`src/rv_isa_pkg.sv`:
```
/*
 RV32I opcodes and instruction word layouts used by the decode stage.
 system, fence and RV32M encodings are not listed and decode as unknown.
*/

package rv_isa_pkg;

	localparam int XLEN = 32;

	typedef logic [4:0] reg_idx_t;

	// only the opcodes the stage still decodes
	typedef enum logic [6:0] {
		OP_LUI    = 7'b0110111,
		OP_AUIPC  = 7'b0010111,
		OP_JAL    = 7'b1101111,
		OP_JALR   = 7'b1100111,
		OP_BRANCH = 7'b1100011,
		OP_LOAD   = 7'b0000011,
		OP_STORE  = 7'b0100011,
		OP_ALU_IR = 7'b0010011,
		OP_ALU_RR = 7'b0110011
	} opcode_e;

	localparam logic [6:0] FUNCT7_BASE = 7'b0000000;
	localparam logic [6:0] FUNCT7_ALT  = 7'b0100000; // sub, sra

	// funct3 of the ALU group
	localparam logic [2:0] F3_ADD  = 3'b000;
	localparam logic [2:0] F3_SLL  = 3'b001;
	localparam logic [2:0] F3_SLT  = 3'b010;
	localparam logic [2:0] F3_SLTU = 3'b011;
	localparam logic [2:0] F3_XOR  = 3'b100;
	localparam logic [2:0] F3_SR   = 3'b101; // srl or sra by funct7
	localparam logic [2:0] F3_OR   = 3'b110;
	localparam logic [2:0] F3_AND  = 3'b111;

	// funct3 of the branch group
	localparam logic [2:0] F3_BEQ  = 3'b000;
	localparam logic [2:0] F3_BNE  = 3'b001;
	localparam logic [2:0] F3_BLT  = 3'b100;
	localparam logic [2:0] F3_BGE  = 3'b101;
	localparam logic [2:0] F3_BLTU = 3'b110;
	localparam logic [2:0] F3_BGEU = 3'b111;

	typedef struct packed {
		logic [6:0] funct7;
		reg_idx_t   rs2;
		reg_idx_t   rs1;
		logic [2:0] funct3;
		reg_idx_t   rd;
		logic [6:0] opcode;
	} r_fmt_t;

	typedef struct packed {
		logic [11:0] imm_11_0;
		reg_idx_t    rs1;
		logic [2:0]  funct3;
		reg_idx_t    rd;
		logic [6:0]  opcode;
	} i_fmt_t;

	typedef struct packed {
		logic [6:0] imm_11_5;
		reg_idx_t   rs2;
		reg_idx_t   rs1;
		logic [2:0] funct3;
		logic [4:0] imm_4_0;
		logic [6:0] opcode;
	} s_fmt_t;

	typedef struct packed {
		logic       imm_12;
		logic [5:0] imm_10_5;
		reg_idx_t   rs2;
		reg_idx_t   rs1;
		logic [2:0] funct3;
		logic [3:0] imm_4_1;
		logic       imm_11;
		logic [6:0] opcode;
	} b_fmt_t;

	typedef struct packed {
		logic [19:0] imm_31_12;
		reg_idx_t    rd;
		logic [6:0]  opcode;
	} u_fmt_t;

	typedef struct packed {
		logic       imm_20;
		logic [9:0] imm_10_1;
		logic       imm_11;
		logic [7:0] imm_19_12;
		reg_idx_t   rd;
		logic [6:0] opcode;
	} j_fmt_t;

	// one fetched word, seen through whichever layout its opcode implies
	typedef union packed {
		r_fmt_t r;
		i_fmt_t i;
		s_fmt_t s;
		b_fmt_t b;
		u_fmt_t u;
		j_fmt_t j;
	} instr_u;

endpackage
```
`src/dec_pkg.sv`:
```
/*
 Decoded control types shared by the decode modules and handed to EX.
 every "none" encoding is all zeros, so a cleared struct is a bubble.
*/

package dec_pkg;

	typedef enum logic [3:0] {
		ALU_NONE, // EX passes src2 through
		ALU_ADD,
		ALU_SUB,
		ALU_SLT,
		ALU_SLTU,
		ALU_AND,
		ALU_OR,
		ALU_XOR,
		ALU_SLL,
		ALU_SRL,
		ALU_SRA
	} alu_op_e;

	typedef enum logic [2:0] {
		BR_NONE,
		BR_EQ,
		BR_NE,
		BR_LT,
		BR_GE,
		BR_LTU,
		BR_GEU
	} branch_op_e;

	// matches funct3[1:0] of loads and stores
	typedef enum logic [1:0] {
		MEM_BYTE = 2'b00,
		MEM_HALF = 2'b01,
		MEM_WORD = 2'b10
	} mem_size_e;

	typedef enum logic [2:0] {
		IMM_NONE,
		IMM_I,
		IMM_S,
		IMM_B,
		IMM_U,
		IMM_J
	} imm_fmt_e;

	typedef enum logic [1:0] {
		SRC1_REG,
		SRC1_PC,
		SRC1_ZERO
	} src1_sel_e;

	typedef enum logic [1:0] {
		SRC2_REG,
		SRC2_IMM,
		SRC2_PC4
	} src2_sel_e;

	typedef struct packed {
		logic      load;
		logic      store;
		mem_size_e size;
		logic      is_unsigned; // zero extend on load
	} mem_ctrl_t;

	typedef struct packed {
		alu_op_e    alu_op;
		branch_op_e branch_op;
		mem_ctrl_t  mem;
		imm_fmt_e   imm_fmt;
		src1_sel_e  src1_sel;
		src2_sel_e  src2_sel;
		logic       rd_we;
		logic       jalr;
	} dec_ctrl_t;

	typedef struct packed {
		alu_op_e                        alu_op;
		branch_op_e                     branch_op;
		mem_ctrl_t                      mem;
		logic                           jalr;
		rv_isa_pkg::reg_idx_t           rd;
		logic                           rd_we;
		logic [rv_isa_pkg::XLEN-1:0]    src1;
		logic [rv_isa_pkg::XLEN-1:0]    src2;
		logic [rv_isa_pkg::XLEN-1:0]    store_data;
		logic [rv_isa_pkg::XLEN-1:0]    imm;
		logic [rv_isa_pkg::XLEN-1:0]    pc;
	} ex_ctrl_t;

	typedef struct packed {
		logic                           we;
		rv_isa_pkg::reg_idx_t           rd;
		logic [rv_isa_pkg::XLEN-1:0]    data;
	} wb_req_t;

endpackage

```
`src/dec_stage.sv`:
```
/*
 Decode stage top. No hazard logic, so the stage never stalls on its own.
 fetch must hold instr and pc while dec_ready is low.
*/
`timescale 1ns/1ps

module dec_stage #(
	parameter int NUM_REGS = 32 // 16 for an RV32E register file
) (
	input  logic                        cpu_clk,
	input  logic                        cpu_rstn,
	input  logic                        if_valid,
	input  rv_isa_pkg::instr_u          instr,
	input  logic [rv_isa_pkg::XLEN-1:0] pc,
	output logic                        dec_ready,
	input  logic                        ex_ready,
	input  logic                        flush,
	input  dec_pkg::wb_req_t            wb,
	output logic                        dec_valid,
	output dec_pkg::ex_ctrl_t           ex_ctrl
);
	import rv_isa_pkg::*;
	import dec_pkg::*;

	dec_ctrl_t       ctrl;
	logic [XLEN-1:0] imm;
	logic [XLEN-1:0] rs1_data;
	logic [XLEN-1:0] rs2_data;

	assign dec_ready = ex_ready;

	instr_decoder u_instr_decoder (
		.instr (instr),
		.ctrl  (ctrl)
	);

	imm_gen u_imm_gen (
		.instr   (instr),
		.imm_fmt (ctrl.imm_fmt),
		.imm     (imm)
	);

	gprs #(
		.NUM_REGS (NUM_REGS)
	) u_gprs (
		.cpu_clk  (cpu_clk),
		.cpu_rstn (cpu_rstn),
		.wb       (wb),
		.rs1      (instr.r.rs1), // don't care for U and J, src1 not read
		.rs2      (instr.r.rs2),
		.rs1_data (rs1_data),
		.rs2_data (rs2_data)
	);

	issue_reg u_issue_reg (
		.cpu_clk   (cpu_clk),
		.cpu_rstn  (cpu_rstn),
		.if_valid  (if_valid),
		.ex_ready  (ex_ready),
		.flush     (flush),
		.ctrl      (ctrl),
		.imm       (imm),
		.rs1_data  (rs1_data),
		.rs2_data  (rs2_data),
		.pc        (pc),
		.rd        (instr.r.rd),
		.dec_valid (dec_valid),
		.ex_ctrl   (ex_ctrl)
	);

endmodule

```
`src/gprs.sv`:
```
/*
 General purpose registers, two read ports and one write port.
 x0 and indices at or above NUM_REGS read zero and drop writes.
 a write in flight is bypassed to a same-cycle read of that index.
*/
`timescale 1ns/1ps

module gprs #(
	parameter int NUM_REGS = 32
) (
	input  logic                        cpu_clk,
	input  logic                        cpu_rstn,
	input  dec_pkg::wb_req_t            wb,
	input  rv_isa_pkg::reg_idx_t        rs1,
	input  rv_isa_pkg::reg_idx_t        rs2,
	output logic [rv_isa_pkg::XLEN-1:0] rs1_data,
	output logic [rv_isa_pkg::XLEN-1:0] rs2_data
);
	import rv_isa_pkg::*;

	logic [XLEN-1:0] regs [1:NUM_REGS-1]; // no storage for x0
	logic            wr_en;

	assign wr_en = wb.we && (wb.rd != '0) && (int'(wb.rd) < NUM_REGS);

	always_ff @(posedge cpu_clk or negedge cpu_rstn)
	begin
		if (!cpu_rstn)
		begin
			for (int i = 1; i < NUM_REGS; i++)
				regs[i] <= '0;
		end
		else if (wr_en)
		begin
			regs[wb.rd] <= wb.data;
		end
	end

	function automatic logic [XLEN-1:0] read_port(input reg_idx_t idx);
		logic [XLEN-1:0] val;

		if (idx == '0 || int'(idx) >= NUM_REGS)
			val = '0;
		else if (wr_en && (wb.rd == idx))
			val = wb.data; // bypass
		else
			val = regs[idx];
		return val;
	endfunction

	always_comb
	begin
		rs1_data = read_port(rs1);
		rs2_data = read_port(rs2);
	end

endmodule

```
`src/imm_gen.sv`:
```
/*
 Immediate builder for the I, S, B, U and J layouts.
 IMM_NONE returns zero; B and J offsets always have bit 0 clear.
*/
`timescale 1ns/1ps

module imm_gen (
	input  rv_isa_pkg::instr_u          instr,
	input  dec_pkg::imm_fmt_e           imm_fmt,
	output logic [rv_isa_pkg::XLEN-1:0] imm
);
	import dec_pkg::*;

	always_comb
	begin
		case (imm_fmt)
			IMM_I:
				imm = {{20{instr.i.imm_11_0[11]}}, instr.i.imm_11_0};
			IMM_S:
				imm = {{20{instr.s.imm_11_5[6]}}, instr.s.imm_11_5, instr.s.imm_4_0};
			IMM_B: // branch offset, halfword aligned
				imm = {{19{instr.b.imm_12}}, instr.b.imm_12, instr.b.imm_11,
					instr.b.imm_10_5, instr.b.imm_4_1, 1'b0};
			IMM_U:
				imm = {instr.u.imm_31_12, 12'b0};
			IMM_J:
				imm = {{11{instr.j.imm_20}}, instr.j.imm_20, instr.j.imm_19_12,
					instr.j.imm_11, instr.j.imm_10_1, 1'b0};
			default:
				imm = '0; // R-type and unknown
		endcase
	end

endmodule

```
`src/instr_decoder.sv`:
```
/*
 Combinational RV32I decoder, base integer set only.
 unknown opcodes decode to a bubble with rd_we low; bad funct7 gives ALU_NONE.
 lui, jal and jalr leave alu_op at none and rely on src2 passing through.
*/
`timescale 1ns/1ps

module instr_decoder (
	input  rv_isa_pkg::instr_u  instr,
	output dec_pkg::dec_ctrl_t  ctrl
);
	import rv_isa_pkg::*;
	import dec_pkg::*;

	logic [2:0] funct3;
	logic [6:0] funct7;

	assign funct3 = instr.r.funct3; // same bit position in every layout
	assign funct7 = instr.r.funct7;

	// shared by op and op-imm, reg_form picks whether funct7 must be clean
	function automatic alu_op_e alu_decode(input logic [2:0] f3, input logic [6:0] f7,
		input logic reg_form);
		alu_op_e op;
		logic    plain;

		op = ALU_NONE;
		plain = !reg_form || (f7 == FUNCT7_BASE);
		case (f3)
			F3_ADD:
			begin
				if (plain)
					op = ALU_ADD;
				else if (f7 == FUNCT7_ALT)
					op = ALU_SUB;
			end
			F3_SLL:  op = (f7 == FUNCT7_BASE) ? ALU_SLL : ALU_NONE; // slli too
			F3_SLT:  op = plain ? ALU_SLT : ALU_NONE;
			F3_SLTU: op = plain ? ALU_SLTU : ALU_NONE;
			F3_XOR:  op = plain ? ALU_XOR : ALU_NONE;
			F3_OR:   op = plain ? ALU_OR : ALU_NONE;
			F3_AND:  op = plain ? ALU_AND : ALU_NONE;
			F3_SR:
			begin
				if (f7 == FUNCT7_BASE)
					op = ALU_SRL;
				else if (f7 == FUNCT7_ALT)
					op = ALU_SRA;
			end
			default: op = ALU_NONE;
		endcase
		return op;
	endfunction

	always_comb
	begin
		ctrl = '0; // none everywhere, both sources from registers
		case (instr.r.opcode)
			OP_LUI:
			begin
				ctrl.imm_fmt = IMM_U;
				ctrl.src1_sel = SRC1_ZERO;
				ctrl.src2_sel = SRC2_IMM;
				ctrl.rd_we = 1'b1;
			end
			OP_AUIPC:
			begin
				ctrl.alu_op = ALU_ADD;
				ctrl.imm_fmt = IMM_U;
				ctrl.src1_sel = SRC1_PC;
				ctrl.src2_sel = SRC2_IMM;
				ctrl.rd_we = 1'b1;
			end
			OP_JAL:
			begin
				ctrl.imm_fmt = IMM_J;
				ctrl.src1_sel = SRC1_ZERO;
				ctrl.src2_sel = SRC2_PC4; // link value
				ctrl.rd_we = 1'b1;
			end
			OP_JALR:
			begin
				ctrl.imm_fmt = IMM_I;
				ctrl.src2_sel = SRC2_PC4;
				ctrl.rd_we = 1'b1;
				ctrl.jalr = 1'b1;
			end
			OP_BRANCH:
			begin
				ctrl.imm_fmt = IMM_B;
				case (funct3)
					F3_BEQ:  ctrl.branch_op = BR_EQ;
					F3_BNE:  ctrl.branch_op = BR_NE;
					F3_BLT:  ctrl.branch_op = BR_LT;
					F3_BGE:  ctrl.branch_op = BR_GE;
					F3_BLTU: ctrl.branch_op = BR_LTU;
					F3_BGEU: ctrl.branch_op = BR_GEU;
					default: ctrl.branch_op = BR_NONE;
				endcase
				// compare flavour shared by each condition pair
				case (funct3[2:1])
					2'b00:   ctrl.alu_op = ALU_SUB;
					2'b10:   ctrl.alu_op = ALU_SLT;
					2'b11:   ctrl.alu_op = ALU_SLTU;
					default: ctrl.alu_op = ALU_NONE;
				endcase
			end
			OP_LOAD:
			begin
				ctrl.alu_op = ALU_ADD; // address
				ctrl.imm_fmt = IMM_I;
				ctrl.src2_sel = SRC2_IMM;
				ctrl.mem.load = 1'b1;
				ctrl.mem.size = mem_size_e'(funct3[1:0]);
				ctrl.mem.is_unsigned = funct3[2];
				ctrl.rd_we = 1'b1;
			end
			OP_STORE:
			begin
				ctrl.alu_op = ALU_ADD;
				ctrl.imm_fmt = IMM_S;
				ctrl.src2_sel = SRC2_IMM;
				ctrl.mem.store = 1'b1;
				ctrl.mem.size = mem_size_e'(funct3[1:0]);
			end
			OP_ALU_IR:
			begin
				ctrl.alu_op = alu_decode(funct3, funct7, 1'b0);
				ctrl.imm_fmt = IMM_I;
				ctrl.src2_sel = SRC2_IMM;
				ctrl.rd_we = 1'b1;
			end
			OP_ALU_RR:
			begin
				ctrl.alu_op = alu_decode(funct3, funct7, 1'b1);
				ctrl.rd_we = 1'b1;
			end
			default: ctrl = '0;
		endcase
	end

endmodule

```
`src/issue_reg.sv`:
```
/*
 Operand select and the DEC to EX pipeline register.
 flush beats ex_ready; a flush or bubble clears the control fields
 and leaves the data fields at their last values.
*/
`timescale 1ns/1ps

module issue_reg (
	input  logic                        cpu_clk,
	input  logic                        cpu_rstn,
	input  logic                        if_valid,
	input  logic                        ex_ready,
	input  logic                        flush,
	input  dec_pkg::dec_ctrl_t          ctrl,
	input  logic [rv_isa_pkg::XLEN-1:0] imm,
	input  logic [rv_isa_pkg::XLEN-1:0] rs1_data,
	input  logic [rv_isa_pkg::XLEN-1:0] rs2_data,
	input  logic [rv_isa_pkg::XLEN-1:0] pc,
	input  rv_isa_pkg::reg_idx_t        rd,
	output logic                        dec_valid,
	output dec_pkg::ex_ctrl_t           ex_ctrl
);
	import rv_isa_pkg::*;
	import dec_pkg::*;

	logic [XLEN-1:0] src1;
	logic [XLEN-1:0] src2;
	logic [XLEN-1:0] pc_plus4;
	ex_ctrl_t        nxt;

	assign pc_plus4 = pc + XLEN'(4);

	always_comb
	begin
		case (ctrl.src1_sel)
			SRC1_PC:   src1 = pc;
			SRC1_ZERO: src1 = '0;
			default:   src1 = rs1_data;
		endcase
		case (ctrl.src2_sel)
			SRC2_IMM: src2 = imm;
			SRC2_PC4: src2 = pc_plus4; // return address
			default:  src2 = rs2_data;
		endcase
	end

	always_comb
	begin
		nxt.alu_op = ctrl.alu_op;
		nxt.branch_op = ctrl.branch_op;
		nxt.mem = ctrl.mem;
		nxt.jalr = ctrl.jalr;
		nxt.rd = rd;
		nxt.rd_we = ctrl.rd_we;
		nxt.src1 = src1;
		nxt.src2 = src2;
		nxt.store_data = rs2_data;
		nxt.imm = imm;
		nxt.pc = pc;
	end

	// turn a slot into a bubble without touching its data
	function automatic ex_ctrl_t kill_ctrl(input ex_ctrl_t c);
		ex_ctrl_t k;

		k = c;
		k.alu_op = ALU_NONE;
		k.branch_op = BR_NONE;
		k.mem = '0;
		k.jalr = 1'b0;
		k.rd_we = 1'b0;
		return k;
	endfunction

	always_ff @(posedge cpu_clk or negedge cpu_rstn)
	begin
		if (!cpu_rstn)
		begin
			dec_valid <= 1'b0;
			ex_ctrl <= '0;
		end
		else if (flush)
		begin
			dec_valid <= 1'b0;
			ex_ctrl <= kill_ctrl(ex_ctrl);
		end
		else if (ex_ready) // transfer, otherwise hold
		begin
			dec_valid <= if_valid;
			ex_ctrl <= if_valid ? nxt : kill_ctrl(ex_ctrl);
		end
	end

endmodule

```
`config.mk`:
```
export PLATFORM = sky130hd
export DESIGN_NAME = dec_stage
export DESIGN_NICKNAME = d
export VERILOG_FILES = /design/src/rv_isa_pkg.sv /design/src/dec_pkg.sv /design/src/dec_stage.sv /design/src/gprs.sv /design/src/imm_gen.sv /design/src/instr_decoder.sv /design/src/issue_reg.sv
export SDC_FILE = /design/constraint.sdc
export NUM_CORES = 2
export LEC_CHECK = 0
export BUFFER_PORTS_ARGS = -buffer_cell sky130_fd_sc_hd__buf_2
export CELL_PAD_IN_SITES_DETAIL_PLACEMENT = 1
export CELL_PAD_IN_SITES_GLOBAL_PLACEMENT = 1
export CORE_UTILIZATION = 47
export DETAILED_ROUTE_END_ITERATION = 16
export GPL_ROUTABILITY_DRIVEN = 0
export PLACE_DENSITY = 0.77
export SLEW_MARGIN = 40
export SYNTH_ARGS = -nofsm -noshare
export SYNTH_HDL_FRONTEND = slang
export SYNTH_SLANG_ARGS = --single-unit
```
`constraint.sdc`:
```
create_clock -name cpu_clk -period 1.9 [get_ports cpu_clk]
set_input_delay 0.095 -clock cpu_clk [delete_from_list [all_inputs] [get_ports cpu_clk]]
set_output_delay 0.095 -clock cpu_clk [all_outputs]
set_load 0.01 [all_outputs]
```
==> results.ini <==
[outcome]
status = finished, violations left
violations = negative hold slack, negative setup slack

[global_routing]
grt.overflow.total = 0
grt_pass1_wl_um = 455000
grt_max_degree = 97
busiest_layer = met2
use_met2_pct = 69.1
grtUsageMet3_pct = 21.3
use_met1_pct = 52.4
first_global_vias = 59900
antenna_found_initial = 41
grt_util_all_layers_pct = 47.1

[hold_path]
worstHoldPathType = in2async

[power_and_ir_drop]
power.leakage_nw = 36.6
total_power_mw = 88.6
irDropWorstVdd_v = 0.000995
powerDensity_nw_per_um2 = 1090

[floorplanning]
io_pins = 288
die_area_sq_um = 134000
die_h_um = 367
die_w_um = 367
core-area_sq_um = 132000
rows = 133
initial_core_util_pct = 47.4

[sta]
setup_slack_ns = -0.684
slew_viol_final = 0
holdWs_ns = -0.0508
hold_viol = 173
setup_viol = 90
tightest_slew_ns = 1.32
layout_min_cycle_time_ns = 2.58
clock-skew-final_ns = 0.0416
clock.fmax_ghz = 0.387
fin_crit_sh_pct = 136
rsz0062_at_grt = yes
slew_headroom_pct = 11.9

[clock_network]
htreeDepth = 3
cts_tree = yes
cts_sinks = 1172
clk_pin_slew_worst_paths_ns = 0.08
clock_latency_ns = 0.89
cts-root-buf = clkbuf_16
cts_buffers = 121
cts.path.max_buffers = 3

[critical_path]
reg2reg_from = u_gprs.regs[747]
path_cells = mux4_2 -> mux4_2 -> a32o_2 -> o31ai_2 -> o31ai_1
crit_family = multiplexers
cp_num_buf_inv = 0
arrival_ns = 3.27
critical_path.startpoint = u_gprs.regs[747]
slowest_delay_ns = 0.62
path_common_cell = mux4_2
endpoint_kind = flip-flop
crit_fanout = 3
worstSetupPathType = reg2reg
crit_slowest_cell = mux4_2
cp-start-kind = flip-flop
worstPathRequired_ns = 2.59

[logic_synthesis]
ys_warn_count = 0
synthAdderAreaFrac_pct = 0.0800
ys_ff_latch = 1172
yosys.area_share.xor_xnor_pct = 0.462
synthMuxAreaShare_pct = 38.7
ys_types = 81
synth_top_family_by_area = multiplexers
yosys.area.top_type = dfrtp_1
synth_top_area_share_pct = 46.9
synth_compound_gate_area_share_pct = 6.46
synth_edf_count = 0
synth_area_sq_um = 62500
postSynth.topFlopCell = dfrtp_1
syn_nets = 4582
async_flop_share_pct = 100
seq_area_frac_synth_pct = 46.9
syn_avg_cell_area_sq_um = 14.0
synthCells = 4471
synthTopCellsByArea = dfrtp_1 47%, mux2_2 19%, mux4_2 18%, mux2i_1 2.3%, nand2_1 1.9%
yosys.area_share.simple_pct = 4.10

[route]
wl_um = 360000
drc = 0
wl_per_cell_um = 48.8
dr.pass1.iters = 10
antenna_left = 0
drtIter0Drc = 10700
vias = 60200
viasPerCell = 8.16

[finish]
syn_to_final_growth_pct = 29.4
layout.nets = 5623
finalInstanceArea_sq_um = 80900
filler_cell_count = 12100
drive_gt1_share_pct = 58.4

[job]
drv_cap = 0

[placement]
dpl-instance-area_sq_um = 73300
portBuffers = 287
dpl.hpwl_um = 174000
post-place-ws_ns = -0.768

synthesized netlist by cell type (12+ instances only):
cell type,number
mux4_2,487
a22oi_1,45
and3_1,30
a221oi_1,45
nor2b_1,19
nor2_1,68
o21ai_0,116
a21o_1,17
mux2_2,1043
o211ai_1,28
nand3_1,32
buf_1,53
a22o_1,45
a211oi_1,50
nor3_1,19
nand2_1,312
buf_4,26
o2bb2ai_1,18
dfrtp_1,1172
o221ai_1,12
mux2i_1,144
buf_6,18
buf_2,67
clkbuf_1,280
o21ai_1,13
xnor2_1,22
a21oi_1,79
a211o_1,13
per-stage QoR:
stage	hold slack (ns)	cells	utilization (%)	setup TNS, ns
2_1_floorplan	-0.201	4471	-	-8.31
3_3_place_gp	0.000373	6965	55.6	-49.67
3_5_place_dp	-0.00487	6965	55.6	-71.52
4_1_cts	0.000584	7321	60.6	-22.77
5_1_grt	-0.0383	7373	61.3	-26.81
6_report	-0.0508	7383	61.4	-29.31
per-layer routing:
layer | wire [um] | vias to the layer above
li1 | - | 19300
met4 | 46300 | 79
met3 | 60600 | 3680
met5 | 1300 | -
met2 | 145000 | 7740
met1 | 107000 | 29400
worst paths after layout:
check | to | slack, ns | depth (start not counted)
worst max-delay path | u_issue_reg.ex_ctrl[107] | -0.68 | 5
worst min-delay path | u_issue_reg.ex_ctrl[42] | -0.05 | 3
worst max register to register | u_issue_reg.ex_ctrl[107] | -0.68 | 5
worst min register to register | u_issue_reg.ex_ctrl[164] | 0.48 | 2
max in group asynchronous | u_gprs.regs[711] | 1.31 | 4
min in group cpu_clk | u_gprs.regs[932] | -0.05 | 2
state kept, by name, summed over array words and instances, names as in the netlist:
register,cells
u_gprs.regs,992
u_issue_reg.dec_valid,1
u_issue_reg.ex_ctrl,179
area by class of cell:
class / instances / area (sq um) / share of cell area (%)
clock inverter: 54 / 893 / 1.10
timing repair buffer: 1365 / 12200 / 15.0
antenna: 18 / 45.0 / 0.0557
multi-input combinational: 2838 / 32700 / 40.4
sequential: 1172 / 29300 / 36.3
clock buffer: 167 / 3500 / 4.33
tap: 1755 / 2200 / 2.71
inverter: 14 / 57.6 / 0.0712
power breakdown:
part           internal [mW]  switching [mW]
Sequential              29.6            5.89
Combinational           11.9            12.4
Clock                   16.0            12.7
Total                   57.5            31.0
cell usage in the layout, fill, tap and decap left out, drive strengths merged, types with 19 or more instances in the layout:
master       count
nor3            20
a211oi          51
and3            30
mux2          1045
xnor2           22
a22o            45
dfrtp         1172
a21oi           79
clkinv          27
nand2          312
dlygate4sd3     78
clkbuf         169
a22oi           45
buf           1284
mux2i          144
nand3           33
a221oi          49
bufinv          23
nor2b           19
nor2            68
mux4           487
o211ai          28
o21ai          129
cells by family (layout without fill, tap and decap cells):
family | Yosys count | count (layout)
muxes | 1676 | 1676
adders and majority gates | 4 | 4
and+or+nand+nor | 558 | 558
DFF | 1172 | 1172
buffers and inverters | 461 | 1600
xor gates and xnor gates | 33 | 33
AOI/OAI and AO/OA | 567 | 567
other | 0 | 18
worst register-to-register path: cells and delay by family, from the launching register on:
| kind | cells | cell delay [ns] |
|---|---|---|
| compound gates | 3 | 0.76 |
| mux | 2 | 1.16 |
| flops | 1 | 0.47 |
what timing repair did:
item / 4_1_cts / 5_1_grt
hold buffers: 80 / 1
endpoints found under the setup margin: 79 / 99
gates resized for setup: 200 / 141
gates cloned: 0 / 1
endpoints found under the hold margin: 1446 / 2
buffers inserted: 68 / 52
pin swaps: 58 / 69
Note: power is estimated with default switching activity, not from simulation.
